File: src/verilog/sine_quarter.hex
// One 15-bit magnitude per line, quarter-period index 0 to 31
00F5
02E0
04C8
06AE
088F
0A6B
0C41
0E0F
0FD4
1190
1341
14E6
167E
1808
1984
1AEF
1C4A
1D94
1ECB
1FF0
2101
21FD
22E4
23B6
2472
2517
25A6
261D
267D
26C5
26F5
270D

File: src/verilog/music_pkg.sv
package music_pkg;

    // ======================================================================
    // Song entry fields
    // ======================================================================

    // Note number, zero is a rest
    typedef logic [5:0] note_t;
    // Duration in beats
    typedef logic [5:0] beats_t;
    // Voice index, 0 to 2
    typedef logic [1:0] slot_t;

    typedef struct packed {
        note_t  note;
        beats_t beats;
        slot_t  slot;
    } song_entry_t;

    localparam int NUM_SLOTS   = 3;
    // Codec frames per beat
    localparam int BEAT_FRAMES = 4;
    localparam int SONG_LEN    = 16;
    // Aligned group of entries, target of next
    localparam int PHRASE_LEN  = 4;

    // ======================================================================
    // Fixed song, four phrases of four entries
    // ======================================================================
    localparam song_entry_t SONG [SONG_LEN] = '{
        '{note: 6'd20, beats: 6'd2, slot: 2'd0},
        '{note: 6'd24, beats: 6'd2, slot: 2'd1},
        '{note: 6'd27, beats: 6'd3, slot: 2'd2},
        '{note: 6'd32, beats: 6'd1, slot: 2'd0},
        '{note: 6'd22, beats: 6'd2, slot: 2'd1},
        '{note: 6'd0,  beats: 6'd1, slot: 2'd2},
        '{note: 6'd29, beats: 6'd3, slot: 2'd0},
        '{note: 6'd25, beats: 6'd2, slot: 2'd2},
        '{note: 6'd18, beats: 6'd4, slot: 2'd0},
        '{note: 6'd30, beats: 6'd1, slot: 2'd1},
        '{note: 6'd34, beats: 6'd2, slot: 2'd2},
        '{note: 6'd15, beats: 6'd2, slot: 2'd1},
        '{note: 6'd26, beats: 6'd3, slot: 2'd0},
        '{note: 6'd21, beats: 6'd1, slot: 2'd2},
        '{note: 6'd36, beats: 6'd2, slot: 2'd1},
        '{note: 6'd12, beats: 6'd4, slot: 2'd0}
    };

endpackage

File: src/verilog/synth_pkg.sv
package synth_pkg;

    // ======================================================================
    // Sample path types
    // ======================================================================

    // Signed audio sample
    typedef logic signed [15:0] sample_t;
    // Phase accumulator, top bits index one period
    typedef logic [15:0] phase_t;
    // Index into the 128-point period
    typedef logic [6:0] rom_addr_t;

    // Phase step per note number per frame, linear pitch map
    localparam int STEP_SCALE = 37;
    // Largest table magnitude
    // three voices summed stay inside sample_t
    localparam int SINE_PEAK  = 10000;

    // Song reader states
    typedef enum logic [1:0] {
        ST_IDLE,
        ST_PLAY,
        ST_PAUSE
    } player_state_t;

endpackage

File: src/verilog/sine_bus_if.sv
interface sine_bus_if;
    import synth_pkg::*;

    // Pending read, held until grant
    logic      req;
    // Period index, stable while req is high
    rom_addr_t addr;
    // Single-cycle accept from the arbiter
    logic      grant;
    // Table value, qualified by valid
    sample_t   data;
    logic      valid;

    // Note player side
    modport requester (output req, output addr, input grant, input data, input valid);

    // Table side
    modport arbiter (input req, input addr, output grant, output data, output valid);

endinterface

File: src/verilog/music_player_top.sv
module music_player_top (
    input  logic               clk,
    input  logic               rst,
    input  logic               play,
    input  logic               next,
    input  logic               new_frame,
    output synth_pkg::sample_t sample_out,
    output logic               new_sample,
    output logic               playing,
    output logic [3:0]         song_pos
);
    import music_pkg::*;
    import synth_pkg::*;

    logic frame_gate;
    logic [NUM_SLOTS-1:0] note_load;
    logic [NUM_SLOTS-1:0] voice_done;
    note_t note_value;
    sample_t voice [NUM_SLOTS];
    rom_addr_t rom_addr;
    sample_t rom_data;

    // One sine bus per voice
    sine_bus_if bus [NUM_SLOTS] ();

    // ======================================================================
    // Song sequencing
    // ======================================================================
    song_reader reader (
        .clk(clk), .rst(rst), .play(play), .next(next), .new_frame(new_frame),
        .playing(playing), .song_pos(song_pos), .frame_gate(frame_gate),
        .note_load(note_load), .note_value(note_value)
    );

    // ======================================================================
    // Voices and the shared table
    // ======================================================================
    for (genvar i = 0; i < NUM_SLOTS; i++) begin : g_voice
        note_player player (
            .clk(clk), .rst(rst), .frame(frame_gate), .load(note_load[i]),
            .note(note_value), .bus(bus[i]),
            .voice_sample(voice[i]), .done(voice_done[i])
        );
    end

    sine_rom_arbiter arbiter (
        .clk(clk), .rst(rst), .bus0(bus[0]), .bus1(bus[1]), .bus2(bus[2]),
        .rom_addr(rom_addr), .rom_data(rom_data)
    );

    sine_rom rom (.clk(clk), .addr(rom_addr), .data(rom_data));

    wave_mixer mixer (
        .clk(clk), .rst(rst), .frame(frame_gate),
        .voice0(voice[0]), .voice1(voice[1]), .voice2(voice[2]), .done(voice_done),
        .sample_out(sample_out), .new_sample(new_sample)
    );

endmodule

File: src/verilog/note_player.sv
module note_player (
    input  logic                clk,
    input  logic                rst,
    input  logic                frame,
    input  logic                load,
    input  music_pkg::note_t    note,
    sine_bus_if.requester       bus,
    output synth_pkg::sample_t  voice_sample,
    output logic                done
);
    import music_pkg::*;
    import synth_pkg::*;

    note_t   note_q;
    note_t   note_eff;
    phase_t  phase;
    phase_t  phase_base;
    phase_t  phase_next;
    sample_t sample_q;
    logic    done_q;

    // A load in the frame cycle takes effect before the step
    assign note_eff   = load ? note : note_q;
    assign phase_base = load ? '0 : phase;
    assign phase_next = phase_base + phase_t'(note_eff * STEP_SCALE);

    // Value and done pass straight through on the return cycle
    assign voice_sample = bus.valid ? bus.data : sample_q;
    assign done         = done_q | bus.valid;

    always_ff @(posedge clk) begin
        if (rst) begin
            note_q  <= '0;
            phase   <= '0;
            bus.req <= 1'b0;
            done_q  <= 1'b0;
        end else begin
            if (load) begin
                note_q <= note;
                phase  <= '0;
            end
            if (frame) begin
                phase <= phase_next;
                if (note_eff != '0) begin
                    bus.req <= 1'b1;
                    done_q  <= 1'b0;
                end else begin
                    // Rest needs no table read
                    done_q <= 1'b1;
                end
            end else if (bus.grant) begin
                bus.req <= 1'b0;
            end
            if (bus.valid)
                done_q <= 1'b1;
        end
    end

    // Address and sample payload
    always_ff @(posedge clk) begin
        if (frame)
            bus.addr <= phase_next[$bits(phase_t)-1 -: $bits(rom_addr_t)];
        if (bus.valid)
            sample_q <= bus.data;
        else if (frame && note_eff == '0)
            sample_q <= '0;
    end

endmodule

File: src/verilog/sine_rom.sv
module sine_rom (
    input  logic                 clk,
    input  synth_pkg::rom_addr_t addr,
    output synth_pkg::sample_t   data
);
    import synth_pkg::*;

    localparam int QW = $bits(rom_addr_t) - 2;

    // First quarter of the period, magnitudes only
    logic [14:0] quarter [2**QW];
    logic [QW-1:0] idx;
    logic [14:0] mag;
    sample_t mag_s;

    initial begin
        $readmemh("/design/src/verilog/sine_quarter.hex", quarter);
    end

    // ======================================================================
    // Quadrant folding
    // ======================================================================

    // Second and fourth quadrant read the table backwards
    assign idx   = addr[QW] ? ~addr[QW-1:0] : addr[QW-1:0];
    assign mag   = quarter[idx];
    assign mag_s = sample_t'({1'b0, mag});

    // Second half of the period is negative
    always_ff @(posedge clk) begin
        if (addr[QW+1])
            data <= -mag_s;
        else
            data <= mag_s;
    end

endmodule

File: src/verilog/sine_rom_arbiter.sv
module sine_rom_arbiter (
    input  logic                 clk,
    input  logic                 rst,
    sine_bus_if.arbiter          bus0,
    sine_bus_if.arbiter          bus1,
    sine_bus_if.arbiter          bus2,
    output synth_pkg::rom_addr_t rom_addr,
    input  synth_pkg::sample_t   rom_data
);
    import music_pkg::*;
    import synth_pkg::*;

    logic [NUM_SLOTS-1:0] req_vec;
    logic [NUM_SLOTS-1:0] grant_vec;
    logic [NUM_SLOTS-1:0] valid_q;
    slot_t gnt_idx;
    slot_t last_q;

    assign req_vec = {bus2.req, bus1.req, bus0.req};

    // ======================================================================
    // Round-robin pick, search starts after the last grant
    // ======================================================================
    always_comb begin
        int idx;
        grant_vec = '0;
        gnt_idx   = last_q;
        // Walk backwards so the nearest pending slot wins
        for (int i = NUM_SLOTS; i >= 1; i--) begin
            idx = (int'(last_q) + i) % NUM_SLOTS;
            if (req_vec[idx]) begin
                grant_vec      = '0;
                grant_vec[idx] = 1'b1;
                gnt_idx        = slot_t'(idx);
            end
        end
    end

    // Granted address goes to the table
    always_comb begin
        case (gnt_idx)
            2'd1:    rom_addr = bus1.addr;
            2'd2:    rom_addr = bus2.addr;
            default: rom_addr = bus0.addr;
        endcase
    end

    always_ff @(posedge clk) begin
        if (rst) begin
            last_q  <= slot_t'(NUM_SLOTS - 1);
            valid_q <= '0;
        end else begin
            // Table answers one cycle after the grant
            valid_q <= grant_vec;
            if (|grant_vec)
                last_q <= gnt_idx;
        end
    end

    assign bus0.grant = grant_vec[0];
    assign bus1.grant = grant_vec[1];
    assign bus2.grant = grant_vec[2];

    // Data shared, valid picks the owner
    assign bus0.data  = rom_data;
    assign bus1.data  = rom_data;
    assign bus2.data  = rom_data;
    assign bus0.valid = valid_q[0];
    assign bus1.valid = valid_q[1];
    assign bus2.valid = valid_q[2];

endmodule

File: src/verilog/song_reader.sv
module song_reader (
    input  logic                              clk,
    input  logic                              rst,
    input  logic                              play,
    input  logic                              next,
    input  logic                              new_frame,
    output logic                              playing,
    output logic [3:0]                        song_pos,
    output logic                              frame_gate,
    output logic [music_pkg::NUM_SLOTS-1:0]   note_load,
    output music_pkg::note_t                  note_value
);
    import music_pkg::*;
    import synth_pkg::*;

    player_state_t state;
    logic [$clog2(BEAT_FRAMES)-1:0] frame_cnt;
    beats_t beats_left;
    logic beat;
    logic last_beat;
    logic start_load;
    logic song_end;
    logic [3:0] load_pos;
    logic [3:0] phrase_next;

    // Frames reach the voices only while playing
    assign frame_gate = new_frame && (state == ST_PLAY);
    assign playing    = (state == ST_PLAY);

    assign beat      = frame_gate && (frame_cnt == BEAT_FRAMES - 1);
    assign last_beat = beat && (beats_left == beats_t'(1));

    // Start of the following phrase, wraps past the end
    assign phrase_next = 4'(((song_pos / PHRASE_LEN) + 1) * PHRASE_LEN % SONG_LEN);

    // ======================================================================
    // Which entry to load this cycle
    // ======================================================================
    always_comb begin
        start_load = 1'b0;
        song_end   = 1'b0;
        load_pos   = song_pos + 4'd1;
        case (state)
            ST_IDLE: begin
                if (play) begin
                    start_load = 1'b1;
                    load_pos   = '0;
                end
            end
            ST_PLAY, ST_PAUSE: begin
                if (next) begin
                    start_load = 1'b1;
                    load_pos   = phrase_next;
                end else if (last_beat) begin
                    // Last entry expired, song is over
                    if (song_pos == 4'(SONG_LEN - 1))
                        song_end = 1'b1;
                    else
                        start_load = 1'b1;
                end
            end
            default: ;
        endcase
    end

    // ======================================================================
    // State, beat counting and note loading
    // ======================================================================
    always_ff @(posedge clk) begin
        if (rst) begin
            state      <= ST_IDLE;
            song_pos   <= '0;
            frame_cnt  <= '0;
            beats_left <= '0;
            note_load  <= '0;
            note_value <= '0;
        end else begin
            note_load <= '0;
            if (frame_gate)
                frame_cnt <= beat ? '0 : frame_cnt + 1'b1;
            if (beat)
                beats_left <= beats_left - 1'b1;
            if (start_load) begin
                song_pos   <= load_pos;
                beats_left <= SONG[load_pos].beats;
                frame_cnt  <= '0;
                note_value <= SONG[load_pos].note;
                note_load  <= NUM_SLOTS'(1) << SONG[load_pos].slot;
            end
            // Silence every voice at the end
            if (song_end) begin
                song_pos   <= '0;
                note_value <= '0;
                note_load  <= '1;
            end
            if (song_end)
                state <= ST_IDLE;
            else if (play)
                state <= (state == ST_PLAY) ? ST_PAUSE : ST_PLAY;
        end
    end

endmodule

File: src/verilog/wave_mixer.sv
module wave_mixer (
    input  logic                            clk,
    input  logic                            rst,
    input  logic                            frame,
    input  synth_pkg::sample_t              voice0,
    input  synth_pkg::sample_t              voice1,
    input  synth_pkg::sample_t              voice2,
    input  logic [music_pkg::NUM_SLOTS-1:0] done,
    output synth_pkg::sample_t              sample_out,
    output logic                            new_sample
);
    import synth_pkg::*;

    logic    armed;
    sample_t mix;

    // Table peak keeps this sum in range
    assign mix = voice0 + voice1 + voice2;

    // ======================================================================
    // One sample per frame, once every voice has reported
    // ======================================================================
    always_ff @(posedge clk) begin
        if (rst) begin
            armed      <= 1'b0;
            new_sample <= 1'b0;
            sample_out <= '0;
        end else begin
            new_sample <= 1'b0;
            if (frame) begin
                armed <= 1'b1;
            end else if (armed && (&done)) begin
                armed      <= 1'b0;
                sample_out <= mix;
                new_sample <= 1'b1;
            end
        end
    end

endmodule
File: config.mk
export PLATFORM = sky130hd
export DESIGN_NAME = music_player_top
export DESIGN_NICKNAME = d
export VERILOG_FILES = /design/src/verilog/music_pkg.sv /design/src/verilog/synth_pkg.sv /design/src/verilog/sine_bus_if.sv /design/src/verilog/music_player_top.sv /design/src/verilog/note_player.sv /design/src/verilog/sine_rom.sv /design/src/verilog/sine_rom_arbiter.sv /design/src/verilog/song_reader.sv /design/src/verilog/wave_mixer.sv
export SDC_FILE = /design/constraint.sdc
export NUM_CORES = 1
export LEC_CHECK = 0
export ABC_AREA = 1
export BUFFER_PORTS_ARGS = -buffer_cell sky130_fd_sc_hd__buf_2
export CORE_ASPECT_RATIO = 0.75
export CORE_MARGIN = 1
export CORE_UTILIZATION = 40
export CTS_BUF_LIST = sky130_fd_sc_hd__clkbuf_8 sky130_fd_sc_hd__clkbuf_16
export DETAILED_ROUTE_END_ITERATION = 8
export PLACE_DENSITY = 0.52
export SYNTH_ARGS = -nofsm -noshare
export SYNTH_HDL_FRONTEND = slang
export SYNTH_HIERARCHICAL = 1
export SYNTH_SLANG_ARGS = --single-unit
File: constraint.sdc
create_clock -name clk -period 3.8 [get_ports clk]
set_input_delay 0.57 -clock clk [delete_from_list [all_inputs] [get_ports clk]]
set_output_delay 0.57 -clock clk [all_outputs]
set_load 0.01 [all_outputs]
### Yosys cells after proc, flatten, opt, wreduce, memory -nomap -nowiden

Memory sizes are Yosys's and may differ from the RTL's.
Index checks and enable logic that the tools add are counted.

| word-level totals | value |
|---|---|
| register bits after elaboration | 203 |
| ROM bits | 224 |
| bits of input ports | 5 |
| word-level logic and storage cells | 194 |
| memories | 1 |

Memories:

| name | words | bits a word | rd ports | clocked after Yosys merged registers in | write ports | line | source |
|---|---|---|---|---|---|---|---|
| (no name shown) | 16 | 14 | 1 | 0 | 0 | song_reader.sv:85 | `beats_left <= SONG[load_pos].beats;` |

| operators by class | value |
|---|---|
| add/sub/neg operators | 13 |
| multipliers | 3 |
| divide/modulo/power cells | 3 |
| magnitude comparators | 7 |
| equality and inequality tests | 10 |
| shifts and indexed selects | 1 |
| mux-type cells | 82 |
| bitwise operators | 5 |
| reduce and logical (&&, ||, !) cells | 38 |

Operators by type and width:

| operator | number |
|---|---|
| 16-bit 2-to-1 mux | 15 |
| 32-bit by 1-bit greater-or-equal comparator with 1-bit output, second input constant | 3 |
| 32-bit by 4-bit less-than comparator with 1-bit output, second input constant | 3 |
| 32-bit by 3-bit remainder unit with 32-bit output, second input constant | 3 |
| 16-bit by 12-bit adder with 16-bit output | 3 |
| 1-bit 2-to-1 mux | 38 |
| 6-bit by 6-bit multiplier with 12-bit output, second input constant | 3 |
| 16-bit adder | 2 |
| 6-bit 2-to-1 mux | 5 |
| 14-bit 2-to-1 mux | 2 |
| 2-bit nonzero test | 11 |
| 6-bit logical NOT | 3 |
| 6-bit nonzero test | 3 |
| 15-bit negation with 16-bit output, first input constant | 1 |
| 15-bit 2-to-1 mux | 1 |
| 3-bit 2-to-1 mux | 5 |
| 7-bit case mux with 2 select lines | 1 |
| 1-bit logical AND | 10 |
| 2-bit 2-to-1 mux | 5 |
| 4-bit 2-to-1 mux | 2 |
| 4-bit case mux with 2 select lines | 1 |
| 2-bit AND reduction | 4 |
| 2-bit OR reduction | 4 |
| 2-bit by 2-bit adder with 3-bit output, second input constant | 2 |
| 21 further kinds | 32 |

### Logic depth before layout (Yosys ltp)

| depth | value |
|---|---|
| word-level depth | 11 |
| mapped depth | 19 |
| depth with buffers taken out | 18 |

### By module

Netlist, hierarchy kept.

Modules (own cells, without submodules):

| module | times used | cells each | area an instance (um^2) |
|---|---|---|---|
| note_player (g_voice[0].player ...) | 2 | 446 | 3228.1 |
| note_player (g_voice[2].player) | 1 | 446 | 3220.6 |
| wave_mixer | 1 | 286 | 1875.5 |
| song_reader | 1 | 222 | 1542.7 |
| sine_rom_arbiter | 1 | 172 | 1086.0 |
| sine_rom | 1 | 17 | 123.9 |

### Least setup slack after synthesis

No wires, ideal clock.

| path | value |
|---|---|
| path type | flip-flop to flip-flop |
| start point | register reader/note_load[0] (netlist bit) |
| end point | register g_voice[0].player.bus.addr[6] (data pin) |
| setup time | 0.253 ns |
| arrival time | 3.091 ns |
| required time | 3.547 ns |
| slack | 0.455 ns |
| stages on the path, launching flop included | 20 |
| buffers on the path | 1 |
| period minus slack after synthesis | 3.345 ns |
| cells stage by stage | dfxtp_1 > buf_6 > nand2_1 > o21ai_1 > inv_1 > ha_1 > ha_1 > inv_1 > fa_1 > fa_1 > inv_1 > ha_1 > nand2_1 > inv_1 > nand3_1 > nand2_1 > nand2_1 > nand2_1 > nand2_1 > nand2_1 |

| between the ends | value |
|---|---|
| longest elaborated chain between the ends | 3 |
| elaborated cells on any way between the ends | 4 |

Ends and longest elaborated chain:

| element | line | source |
|---|---|---|
| start: declaration | song_reader.sv:10 | `output logic [music_pkg::NUM_SLOTS-1:0] note_load,` |
| start signal: assignment | song_reader.sv:88 | `note_load <= NUM_SLOTS'(1) << SONG[load_pos].slot;` |
| 6-bit 2-to-1 mux | n/a |  |
| via g_voice[0].player.note_eff[5] | note_player.sv:15 | `note_t note_eff;` |
| 6-bit by 6-bit multiplier with 12-bit output | note_player.sv:25 | `assign phase_next = phase_base + phase_t'(note_eff * STEP_SCALE);` |
| 16-bit by 12-bit adder with 16-bit output | note_player.sv:25 |  |
| via g_voice[0].player.phase_next[15] | note_player.sv:18 | `phase_t phase_next;` |
| end signal: assignment | note_player.sv:62 | `bus.addr <= phase_next[$bits(phase_t)-1 -: $bits(rom_addr_t)];` |
| end: declaration | sine_bus_if.sv:15 | `modport requester (output req, output addr, input grant, input data, input valid);` |

The timed path passes the listed nets, and every way through them passes these cells.
A chain may end at the register's enable or synchronous reset.

==> results.ini <==
[status]
status = complete, no violations

[critical_path]
critPathCaptureType = flop
arrival_ns = 3.29
path_class = reg2reg
cp-start-kind = flop
worst-path-max-fanout = 18
critPathRequiredTime_ns = 4.10

[clock_tree]
cts_tree = yes
cts.repair.resized = 0
cts-root-buf = clkbuf_16
htree_levels = 4
clk_latency_ns = 0.42
ctsHoldBuffers = 0
post_cts_buffers = 0
clk_pin_slew_ns = 0.06
clock_path_buffers = 2
cts_made_buffers = 17
cts_sinks = 118

[sta]
clock.fmax_mhz = 335.4
timing.hold.ws_ns = 0.4579
layout_min_cycle_time_ns = 2.981
finalMaxSlewViolations = 0
setup_violations = 0
finClkSkew_ns = 0.01302
grt_setup_unrepaired = no
worst_pin_slew_ns = 0.9608
tns_ns = 0
fin_crit_sh = 0.7845
report.final.hold_viol_count = 0
slew_headroom = 0.3588

[routing]
finalWirelength_um = 16430
antenna_left = 0
viasPerCell = 4.568
post_drt_wl_per_cell_um = 12.43
firstDrtPassIters = 6
dr.first_iter.drc_count = 390
vias = 6039
drcViolationCount = 0

[yosys]
synth_area_sq_mm = 0.007900
ys_warn_count = 6
synth_cells = 1086
synth.avg_cell_area_sq_um = 7.274

[die]
die_w_um = 164.3
die_area_sq_mm = 0.02032
rows = 44
die_h_um = 123.7
core_area_sq_mm = 0.01932
ios = 27
initial_core_util = 0.4088

[placed_design]
dpl.hpwl_um = 12070
place.port_buffers = 26
place.gp.congestion = 0.8753
place_area_sq_mm = 0.007780

[hold_path]
hold_path_class = in2reg

[cells_and_area]
antenna_cells = 0
fin_util = 0.4340
fin_area_sq_mm = 0.008387
drive_gt1_frac = 0.1244
syn2layout_area_growth_pct = 6.161
fin_nets = 1110

[run]
drv_cap = 0

[grt]
grt_pass1_vias = 5492
globalRouteOverflowTotal = 0
grt_pass1_wl_um = 27610
grt_usage = 0.1762
antenna_found_initial = 0
grt_max_degree = 35

[power]
p_total_uw = 6749
leakage_uw = 0.004612
vdd_drop_max_mv = 0.2932
power.density_mw_per_mm2 = 804.7

-- sequential cells by signal, indices dropped and copies added, names as in the netlist --
name                     cells
reader/note_value            6
mixer/sample_out            16
mixer/new_sample             1
mixer/armed                  1
reader/frame_cnt             2
g_voice.player/note_q       18
reader/note_load             3
reader/beats_left            6
arbiter/valid_q              3
reader/song_pos              4
arbiter/last_q               2
g_voice.player/done_q        3
g_voice.player/bus.req       3
g_voice.player/sample_q     48
reader/state                 2
-- through the flow --
step	std cells	setup WS, ns
2_1_floorplan	1101	1.166
3_3_place_gp	1290	0.8164
3_5_place_dp	1290	0.8150
4_1_cts	1322	0.8040
5_1_grt	1322	0.4893
6_report	1322	0.8188
-- layout by cell type (no fill, tap or decap), types with 2 or more instances in the layout --
cell type	count
inv_2	12
conb_1	16
nor2_4	2
clkinv_4	6
o21ai_2	2
nand2_2	17
a211oi_1	3
dfxtp_1	70
or2_0	2
bufinv_16	3
o211ai_1	6
ha_1	33
xor2_1	3
clkbuf_16	17
xnor2_1	4
nor2_1	72
clkinvlp_4	3
nand2_1	340
buf_4	8
o21ai_0	21
inv_1	170
nand4_1	11
a21oi_1	38
edfxtp_1	48
nor3_1	5
or2_2	5
nor2_2	5
nor3_2	3
clkinv_1	8
o21a_1	2
nand3_1	50
nand3_2	12
buf_2	26
o21ai_1	14
nand2_4	8
fa_1	16
-- worst max-delay path: stages (launching register included) --
cell and delay, ns:
dfxtp_1 0.32, clkinv_1 0.46, nand2_1 0.19, nand2_1 0.08, fa_1 0.49, ha_1 0.21, inv_1 0.07, fa_1 0.44
inv_1 0.08, nand2_1 0.08, nand3_2 0.09, nand2_1 0.07, nand3_1 0.08, nand2_1 0.05, nor2_1 0.12, nor2_1 0.04
-- worst paths after layout --
kind                  startpoint  cells after the start  slack (ns)              endpoint
min                         play                      4        0.46       reader/state[0]
max reg2reg   arbiter/valid_q[2]                     15        0.82  mixer/sample_out[15]
min reg2reg  reader/frame_cnt[1]                      2        0.47   reader/frame_cnt[1]
max           arbiter/valid_q[2]                     15        0.82  mixer/sample_out[15]
-- where the power goes --
part           total [uW]  switching (uW)  internal (uW)
clock network        1650             618           1030
logic                3470            2290           1180
registers            1630            83.1           1550
total                6750            2990           3760
-- routing by layer --
metal,global-route usage,wire length (um),part of all wire,vias to the layer above
li1,-,-,-,3207
met1,0.2677,9233,0.56,2700
met2,0.2431,6369,0.39,120
met3,0.04096,688,0.042,12
met4,0.05093,136,0.0083,0
met5,0,0,0,-
-- layout make-up --
cell class | count | area [sq um]
clock buffers | 17 | 425.4
clock inverters | 15 | 181.4
fillers | 1984 | 10940
inverters | 188 | 705.7
multi-input cells | 697 | 3725
flip-flops and latches | 118 | 2843
well taps | 253 | 316.6
repair buffers | 34 | 190.2
Note: power is estimated with default switching activity, not from simulation.
